### src/hw/pokey_io_pkg.sv
// bus widths, register addresses and skstat bit positions for the pokey keyboard/paddle block
package pokey_io_pkg;

    // bus and field widths
    localparam int ADDR_W   = 4;
    localparam int DATA_W   = 8;
    localparam int KEY_W    = 6;   // 64 key matrix
    localparam int NUM_POTS = 8;

    // read side
    localparam logic [ADDR_W-1:0] A_POT0   = 4'd0;   // pot0..pot7 at 0..7
    localparam logic [ADDR_W-1:0] A_ALLPOT = 4'd8;   // busy mask
    localparam logic [ADDR_W-1:0] A_KBCODE = 4'd9;   // last accepted key

    // write side
    localparam logic [ADDR_W-1:0] A_POTGO  = 4'd11;  // start paddle scan

    // shared address
    // read gives irq status, any write clears the key interrupt
    localparam logic [ADDR_W-1:0] A_IRQ    = 4'd14;

    localparam logic [ADDR_W-1:0] A_SKSTAT = 4'd15;  // keyboard status

    // skstat bits, both active low like the original part
    localparam int SK_KEYDOWN = 2;
    localparam int SK_SHIFT   = 3;

endpackage

### src/hw/io_regs.sv
// io_regs module with registered read mux, potgo and irq-ack write decode, key interrupt flag
`timescale 1ns/100ps

module io_regs (
    input  logic                                                   o2,
    input  logic                                                   rst,
    input  logic [pokey_io_pkg::ADDR_W-1:0]                        addr,
    input  logic                                                   rd,
    input  logic                                                   wr,
    input  logic [pokey_io_pkg::DATA_W-1:0]                        wdata,   // value is don't-care
    output logic [pokey_io_pkg::DATA_W-1:0]                        rdata,
    input  logic [pokey_io_pkg::KEY_W-1:0]                         kbcode,
    input  logic                                                   key_down,
    input  logic                                                   shift_down,
    input  logic                                                   key_event,
    input  logic [pokey_io_pkg::NUM_POTS*pokey_io_pkg::DATA_W-1:0] pot_vals,
    input  logic [pokey_io_pkg::NUM_POTS-1:0]                      allpot,
    output logic                                                   potgo,   // write strobe
    output logic                                                   irq
);

    localparam int AW    = pokey_io_pkg::ADDR_W;
    localparam int DW    = pokey_io_pkg::DATA_W;
    localparam int NP    = pokey_io_pkg::NUM_POTS;
    localparam int SEL_W = $clog2(NP);

    logic [AW-1:0] pot_off;   // address relative to pot0
    logic [DW-1:0] rd_mux;
    logic [DW-1:0] skstat;
    logic          irq_ack;

    // both writes act on the address alone
    assign potgo   = wr && (addr == pokey_io_pkg::A_POTGO);
    assign irq_ack = wr && (addr == pokey_io_pkg::A_IRQ);
    assign pot_off = addr - pokey_io_pkg::A_POT0;

    always_comb begin
        skstat                           = '1;           // unused bits idle high
        skstat[pokey_io_pkg::SK_KEYDOWN] = ~key_down;
        skstat[pokey_io_pkg::SK_SHIFT]   = ~shift_down;
    end

    always_comb begin
        rd_mux = '0;                                     // holes read zero
        if (pot_off < AW'(NP)) begin
            rd_mux = pot_vals[pot_off[SEL_W-1:0]*DW +: DW];
        end else begin
            case (addr)
                pokey_io_pkg::A_ALLPOT: rd_mux = DW'(allpot);
                pokey_io_pkg::A_KBCODE: rd_mux = DW'(kbcode);
                pokey_io_pkg::A_IRQ:    rd_mux = DW'(irq);  // flag in bit 0
                pokey_io_pkg::A_SKSTAT: rd_mux = skstat;
                default:                rd_mux = '0;
            endcase
        end
    end

    // read data held until the next rd
    always_ff @(posedge o2) begin
        if (rst) begin
            rdata <= '0;
        end else if (rd) begin
            rdata <= rd_mux;
        end
    end

    // key interrupt, a new key beats a same-cycle ack
    always_ff @(posedge o2) begin
        if (rst) begin
            irq <= 1'b0;
        end else if (key_event) begin
            irq <= 1'b1;
        end else if (irq_ack) begin
            irq <= 1'b0;
        end
    end

endmodule

### src/hw/key_scanner.sv
// key_scanner module with scan counter, compare latch, two-pass debounce, key code and shift sense
`timescale 1ns/100ps

module key_scanner (
    input  logic                             o2,
    input  logic                             rst,
    input  logic                             line_tick,   // one step of the scan
    input  logic                             kr1_l,       // matrix return, low = key at code
    input  logic                             kr2_l,       // shift sense, low = held
    output logic [pokey_io_pkg::KEY_W-1:0]   key_scan,    // code shown to the matrix
    output logic [pokey_io_pkg::KEY_W-1:0]   kbcode,      // last accepted key
    output logic                             key_down,
    output logic                             shift_down,
    output logic                             key_event    // one-cycle pulse on accept
);

    localparam int KW = pokey_io_pkg::KEY_W;

    logic [KW-1:0] scan_ctr;    // walks 0..63 once per pass
    logic [KW-1:0] cmp_latch;   // code of the first sighting
    logic          key_depr;    // a candidate key is being tracked
    logic          cmp_match;   // scan is back at the candidate
    logic          last_code;   // final code of the pass
    logic          shift_acc;   // kr2_l seen low somewhere this pass

    assign key_scan  = scan_ctr;
    assign cmp_match = (scan_ctr == cmp_latch);
    assign last_code = (scan_ctr == {KW{1'b1}});

    // scan counter and debounce
    // kr1_l is compared against the code on key_scan in the same tick
    always_ff @(posedge o2) begin
        if (rst) begin
            scan_ctr  <= '0;
            cmp_latch <= '0;
            key_depr  <= 1'b0;
            key_down  <= 1'b0;
            kbcode    <= '0;
            key_event <= 1'b0;
        end else begin
            key_event <= 1'b0;              // pulse lasts one cycle
            if (line_tick) begin
                scan_ctr <= scan_ctr + 1'b1;    // wraps 63 -> 0 by width

                if (!kr1_l) begin
                    if (!key_depr) begin
                        // first sighting, remember where
                        cmp_latch <= scan_ctr;
                        key_depr  <= 1'b1;
                    end else if (cmp_match && !key_down) begin
                        // same code one pass later so the key is real
                        kbcode    <= scan_ctr;
                        key_down  <= 1'b1;
                        key_event <= 1'b1;
                    end
                    // other keys while tracking one are ignored
                end else if (key_depr && cmp_match) begin
                    // return high at our code
                    // release, or bounce if never confirmed
                    key_depr <= 1'b0;
                    key_down <= 1'b0;
                end
            end
        end
    end

    // shift sense
    // gathered over a whole pass, published as the code wraps
    always_ff @(posedge o2) begin
        if (rst) begin
            shift_acc  <= 1'b0;
            shift_down <= 1'b0;
        end else if (line_tick) begin
            if (last_code) begin
                shift_down <= shift_acc | ~kr2_l;   // include the last code too
                shift_acc  <= 1'b0;                 // fresh pass
            end else begin
                shift_acc  <= shift_acc | ~kr2_l;
            end
        end
    end

endmodule

### src/hw/line_timer.sv
// line timer module, divides o2 down to a one-cycle line strobe
`timescale 1ns/100ps

module line_timer #(
    parameter int LINE_DIV = 114           // o2 cycles per tv line
) (
    input  logic o2,
    input  logic rst,
    output logic line_tick                 // one o2 cycle per line
);

    // counter just wide enough for LINE_DIV-1
    localparam int CNT_W = (LINE_DIV > 1) ? $clog2(LINE_DIV) : 1;
    localparam logic [CNT_W-1:0] CNT_TOP = CNT_W'(LINE_DIV - 1);

    logic [CNT_W-1:0] div_cnt;             // counts down, zero marks the strobe

    always_ff @(posedge o2) begin
        if (rst) begin
            div_cnt <= CNT_TOP;            // first strobe LINE_DIV cycles out
        end else if (div_cnt == '0) begin
            div_cnt <= CNT_TOP;            // reload for next line
        end else begin
            div_cnt <= div_cnt - 1'b1;
        end
    end

    // decoded straight from the counter
    // paces both the key scan and the paddle count
    assign line_tick = (div_cnt == '0);

endmodule

### src/hw/pokey_io.sv
// pokey_io top level wiring the line timer, key scanner, pot scanner and register block
`timescale 1ns/100ps

module pokey_io #(
    parameter int LINE_DIV  = 114,   // o2 cycles per line
    parameter int POT_LINES = 228    // paddle scan length in lines
) (
    input  logic                                 o2,
    input  logic                                 rst,
    input  logic [pokey_io_pkg::ADDR_W-1:0]      addr,
    input  logic                                 rd,
    input  logic                                 wr,
    input  logic [pokey_io_pkg::DATA_W-1:0]      wdata,
    output logic [pokey_io_pkg::DATA_W-1:0]      rdata,
    output logic [pokey_io_pkg::KEY_W-1:0]       key_scan,
    input  logic                                 kr1_l,
    input  logic                                 kr2_l,
    input  logic [pokey_io_pkg::NUM_POTS-1:0]    pot_line,
    output logic                                 pot_dump,
    output logic                                 irq
);

    logic                                                   line_tick;
    logic [pokey_io_pkg::KEY_W-1:0]                         kbcode;
    logic                                                   key_down;
    logic                                                   shift_down;
    logic                                                   key_event;
    logic [pokey_io_pkg::NUM_POTS*pokey_io_pkg::DATA_W-1:0] pot_vals;
    logic [pokey_io_pkg::NUM_POTS-1:0]                      allpot;
    logic                                                   potgo;

    line_timer #(
        .LINE_DIV (LINE_DIV)
    ) line_timer_i (
        .o2        (o2),
        .rst       (rst),
        .line_tick (line_tick)
    );

    key_scanner key_scanner_i (
        .o2         (o2),
        .rst        (rst),
        .line_tick  (line_tick),
        .kr1_l      (kr1_l),
        .kr2_l      (kr2_l),
        .key_scan   (key_scan),
        .kbcode     (kbcode),
        .key_down   (key_down),
        .shift_down (shift_down),
        .key_event  (key_event)
    );

    pot_scanner #(
        .POT_LINES (POT_LINES)
    ) pot_scanner_i (
        .o2        (o2),
        .rst       (rst),
        .line_tick (line_tick),
        .potgo     (potgo),
        .pot_line  (pot_line),
        .pot_vals  (pot_vals),
        .allpot    (allpot),
        .pot_dump  (pot_dump)
    );

    io_regs io_regs_i (
        .o2         (o2),
        .rst        (rst),
        .addr       (addr),
        .rd         (rd),
        .wr         (wr),
        .wdata      (wdata),
        .rdata      (rdata),
        .kbcode     (kbcode),
        .key_down   (key_down),
        .shift_down (shift_down),
        .key_event  (key_event),
        .pot_vals   (pot_vals),
        .allpot     (allpot),
        .potgo      (potgo),
        .irq        (irq)
    );

endmodule

### src/hw/pot_scanner.sv
// pot_scanner module with line counter, eight pot latches, allpot busy mask and dump control
`timescale 1ns/100ps

module pot_scanner #(
    parameter int POT_LINES = 228              // last count of a scan
) (
    input  logic                                                o2,
    input  logic                                                rst,
    input  logic                                                line_tick,
    input  logic                                                potgo,     // start pulse
    input  logic [pokey_io_pkg::NUM_POTS-1:0]                   pot_line,  // high once charged
    output logic [pokey_io_pkg::NUM_POTS*pokey_io_pkg::DATA_W-1:0] pot_vals,
    output logic [pokey_io_pkg::NUM_POTS-1:0]                   allpot,    // 1 = still measuring
    output logic                                                pot_dump   // high holds caps empty
);

    localparam int NP = pokey_io_pkg::NUM_POTS;
    localparam int DW = pokey_io_pkg::DATA_W;
    localparam logic [DW-1:0] LAST_LINE = DW'(POT_LINES);

    logic [DW-1:0] line_cnt;   // lines since potgo
    logic          scan_step;  // a tick inside a running scan
    logic          at_last;    // this tick closes the scan

    // dump released means a measurement is running
    assign scan_step = line_tick && !pot_dump;
    assign at_last   = (line_cnt == LAST_LINE);

    always_ff @(posedge o2) begin
        if (rst) begin
            line_cnt <= '0;
            allpot   <= '0;
            pot_vals <= '0;
            pot_dump <= 1'b1;                  // caps discharged out of reset
        end else if (potgo) begin
            // restart even mid-scan
            line_cnt <= '0;
            allpot   <= '1;
            pot_vals <= '0;
            pot_dump <= 1'b0;                  // let the caps charge
        end else if (scan_step) begin
            for (int i = 0; i < NP; i++) begin
                // first rise of a busy pot captures the count
                // at the end every busy pot takes POT_LINES
                if (allpot[i] && (pot_line[i] || at_last)) begin
                    pot_vals[i*DW +: DW] <= line_cnt;
                    allpot[i]            <= 1'b0;
                end
            end

            if (at_last) begin
                pot_dump <= 1'b1;              // scan over, dump transistors on
            end else begin
                line_cnt <= line_cnt + 1'b1;
            end
        end
    end

endmodule

### config.mk
export PLATFORM = sky130hd
export DESIGN_NAME = pokey_io
export DESIGN_NICKNAME = d
export VERILOG_FILES = /design/src/hw/pokey_io_pkg.sv /design/src/hw/io_regs.sv /design/src/hw/key_scanner.sv /design/src/hw/line_timer.sv /design/src/hw/pokey_io.sv /design/src/hw/pot_scanner.sv
export SDC_FILE = /design/constraint.sdc
export NUM_CORES = 1
export LEC_CHECK = 0
export ABC_AREA = 1
export CAP_MARGIN = 20
export CELL_PAD_IN_SITES_DETAIL_PLACEMENT = 1
export CELL_PAD_IN_SITES_GLOBAL_PLACEMENT = 1
export CORE_MARGIN = 1.5
export CORE_UTILIZATION = 30
export CTS_CLUSTER_SIZE = 24
export DETAILED_ROUTE_END_ITERATION = 8
export DONT_BUFFER_PORTS = 1
export GPL_ROUTABILITY_DRIVEN = 0
export PLACE_DENSITY = 0.59
export SKIP_CTS_REPAIR_TIMING = 1
export SYNTH_ARGS = -nofsm -noshare
export SYNTH_HDL_FRONTEND = slang
export SYNTH_SLANG_ARGS = --single-unit
### constraint.sdc
create_clock -name o2 -period 2.13 [get_ports o2]
set_input_delay 0.3195 -clock o2 [delete_from_list [all_inputs] [get_ports o2]]
set_output_delay 0.3195 -clock o2 [all_outputs]
set_load 0.02 [all_outputs]
==> flow_summary.json <==
{
  "clkPwrFrac_pct": 53.0,
  "cts_tree": "yes",
  "die_w_um": 148,
  "hold_path_class": "in -> reg",
  "clk_latency_ns": 0.42,
  "synthCells": 896,
  "grtUsageMet3_pct": 3.89,
  "grt_overflow": 0,
  "arrival_ns": 2.24,
  "gr-usage-met1_pct": 25.3,
  "synth_top_family_by_area": "simple AND/OR/NAND/NOR gates",
  "p_switching_uw": 1340,
  "wl_per_cell_um": 16.8,
  "via_per_inst": 4.77,
  "synthAdderAreaFrac_pct": 0.994,
  "antenna_cells": 0,
  "cp-end-kind": "flop",
  "worstPathRequired_ns": 2.49,
  "synth_fp_nets": 927,
  "hold_viol": 0,
  "min_to": "key_scanner_i.key_event",
  "finalNonFillerCells": 1183,
  "coreArea_um2": 20400,
  "drtPass1Iterations": 4,
  "seqPwrFrac_pct": 41.8,
  "grt_pass1_wl_mm": 32.3,
  "layout_min_cycle_time_ns": 1.87,
  "crit_type": "reg -> reg",
  "numCtsBuffers": 17,
  "synth_compound_area_share_pct": 6.44,
  "num_rows": 52,
  "clock_sinks": 120,
  "relSlewSlack_pct": 60.4,
  "die_h_um": 148,
  "initial_core_util_pct": 30.8,
  "drtIter0Drc": 217,
  "period_share_pct": 87.9,
  "postLayoutCellArea_um2": 7230,
  "synthXorXnorAreaFrac_pct": 0.835,
  "rsz0062_at_grt": "false",
  "cts_root_buf": "clkbuf_16",
  "swShare_pct": 24.4,
  "maxSlewViolCount": 0,
  "critPathLaunchType": "flop",
  "powerDensity_nw_per_um2": 763,
  "synthSimpleGateAreaFrac_pct": 44.2,
  "holdPathStages": 3,
  "fmax_ghz": 0.534,
  "dp_cells": 1150,
  "place.port_buffers": 0,
  "reg2reg_from": "line_timer_i.div_cnt[0]",
  "rr_worst_depth": 12,
  "irDropWorstVdd_v": 0.000431,
  "grt_max_degree": 34,
  "clk_path_buf_depth": 2,
  "r2r-end": "pot_scanner_i.pot_vals[62]",
  "pin_count": 42,
  "max-cap-violations": 0,
  "rrSetupSlack_ns": 0.26,
  "final_util_pct": 35.4,
  "post-dp-hpwl_mm": 13.9,
  "hold_slack_ns": 0.104,
  "dpl_cell_area_um2": 6620,
  "ys_warn_count": 0,
  "skew_ns": 0.0112,
  "worst_slew_pin_slew_ns": 0.591,
  "die_area_um2": 21900,
  "drc": 0,
  "clk_pin_slew_ns": 0.06,
  "drive_gt1_share_pct": 18.2,
  "htree_levels": 4,
  "grt.total_usage_pct": 19.2,
  "hp-start": "kr1_l",
  "grt_antenna_before_repair": 0,
  "ys_seq_area_share_pct": 38.2,
  "avgSynthCellArea_um2": 7.03,
  "p_int_uw": 4170,
  "antenna_left": 0,
  "status": "completed",
  "synth.area.mux_share_pct": 0,
  "p_comb_share_pct": 5.2,
  "critPathMaxFanout": 33,
  "synth_cell_types": 32,
  "setup_viol": 0,
  "fin_nets": 931,
  "busiest_layer": "met2",
  "grtUsageMet2_pct": 32.1,
  "wirelength_mm": 19.9,
  "area_growth_pct": 14.8,
  "grt_pass1_vias": 5844,
  "vias": 5642,
  "p_leak_uw": 0.00284,
  "fin_tns_setup_ns": 0,
  "synth_seq_cells": 120,
  "synthesis.area_um2": 6300
}
==> through the flow <==
step	setup slack [ns]	total power [uW]
4_1_cts	0.232	5570
3_3_place_gp	0.257	2630
5_1_grt	0.0546	5710
6_report	0.257	5510
2_1_floorplan	0.571	2570
3_5_place_dp	0.243	2630
==> synthesized netlist by cell type <==
library cell	count	area share, %
a21oi_1	58	4.6
buf_1	1	0.060
buf_2	13	1.0
buf_4	5	0.60
buf_6	10	1.8
clkbuf_1	14	0.83
clkinv_1	4	0.24
clkinv_4	8	1.1
dfxtp_1	120	38
ha_1	5	0.99
inv_1	54	3.2
inv_2	5	0.30
inv_4	2	0.20
nand2_1	252	15
nand2_2	1	0.099
nand2_4	11	2.0
nand2_8	1	0.32
nand3_1	38	3.0
nand3_2	1	0.16
nand3_4	9	2.5
nand4_1	67	6.7
nor2_1	110	6.6
nor2_2	66	6.6
nor2_4	1	0.18
nor3_1	10	0.79
nor3_4	1	0.26
o211ai_1	1	0.12
o21ai_0	20	1.6
o31ai_1	1	0.12
or2_2	1	0.099
xnor2_1	2	0.28
xor2_1	4	0.56
==> area by class of cell <==
class                   count  area, um2
fillers                  2586      13200
flip-flops and latches    120       2400
clock buffers              21        470
well taps                 270        338
multi-input cells         660       3300
inverters                  73        319
clock inverters            11        123
repair buffers             28        273
==> worst max-delay path by stage <==
stage	end	cells after the start	start	slack (ns)
floorplan	pot_scanner_i.line_cnt[3]	11	pot_scanner_i.line_cnt[0]	0.57
global placement	key_scanner_i.kbcode[1]	11	line_timer_i.div_cnt[0]	0.26
global route	key_scanner_i.kbcode[5]	11	line_timer_i.div_cnt[0]	0.05
finish	pot_scanner_i.pot_vals[62]	12	line_timer_i.div_cnt[0]	0.26
detailed placement	pot_scanner_i.pot_vals[57]	12	line_timer_i.div_cnt[0]	0.24
CTS	pot_scanner_i.pot_vals[57]	12	line_timer_i.div_cnt[0]	0.23
==> logic make-up (layout without fill, tap and decap cells) <==
logic type,Yosys count,count (layout)
AO/OA/AOI/OAI,80,80
XOR/XNOR,6,6
adder cells (fa/ha/maj),5,5
buffers and inverters,116,133
flip-flops,120,120
AND/OR/NAND/NOR,569,569
==> per-layer routing <==
metal / up-vias / share of wire [%]
met2: 51 / 48
met3: 12 / 3.4
li1: 2903 / -
met4: 0 / 1.0
met1: 2676 / 48
met5: - / 0
==> flip-flops by register name (all words and copies together), names as in the netlist, 6 cells and up <==
| register | cells |
|---|---|
| key_scanner_i.key_scan | 6 |
| pot_scanner_i.allpot | 8 |
| key_scanner_i.kbcode | 6 |
| key_scanner_i.cmp_latch | 6 |
| pot_scanner_i.line_cnt | 8 |
| line_timer_i.div_cnt | 7 |
| pot_scanner_i.pot_vals | 64 |
| io_regs_i.rdata | 8 |
==> power by group through the flow <==
stage	clock network [uW]	registers [uW]	logic [uW]
2_1_floorplan	0	2340	233
3_3_place_gp	0	2350	278
4_1_cts	2990	2300	281
6_report	2920	2300	289
3_5_place_dp	0	2350	280
5_1_grt	3080	2300	326
==> cell usage in the layout (no fill, tap or decap), types with 10 or more instances in the layout <==
cell	count
nand2_1	252
a21oi_1	58
clkinv_4	10
buf_4	23
nor2_2	66
clkbuf_16	17
nand3_1	38
o21ai_0	20
nand2_4	11
inv_1	54
nor3_1	10
nor2_1	110
nand4_1	67
dfxtp_1	120
==> critical path, stage by stage (launching register included) <==
cell	delay, ns
dfxtp_1	0.32
inv_1	0.09
ha_1	0.16
inv_1	0.04
nor2_1	0.10
nand3_2	0.17
nor2_4	0.15
buf_12	0.23
buf_12	0.20
nand3_4	0.10
clkinv_4	0.11
nor2_1	0.05
nor2_2	0.06
No activity file was read; power rests on OpenSTA's default activity.
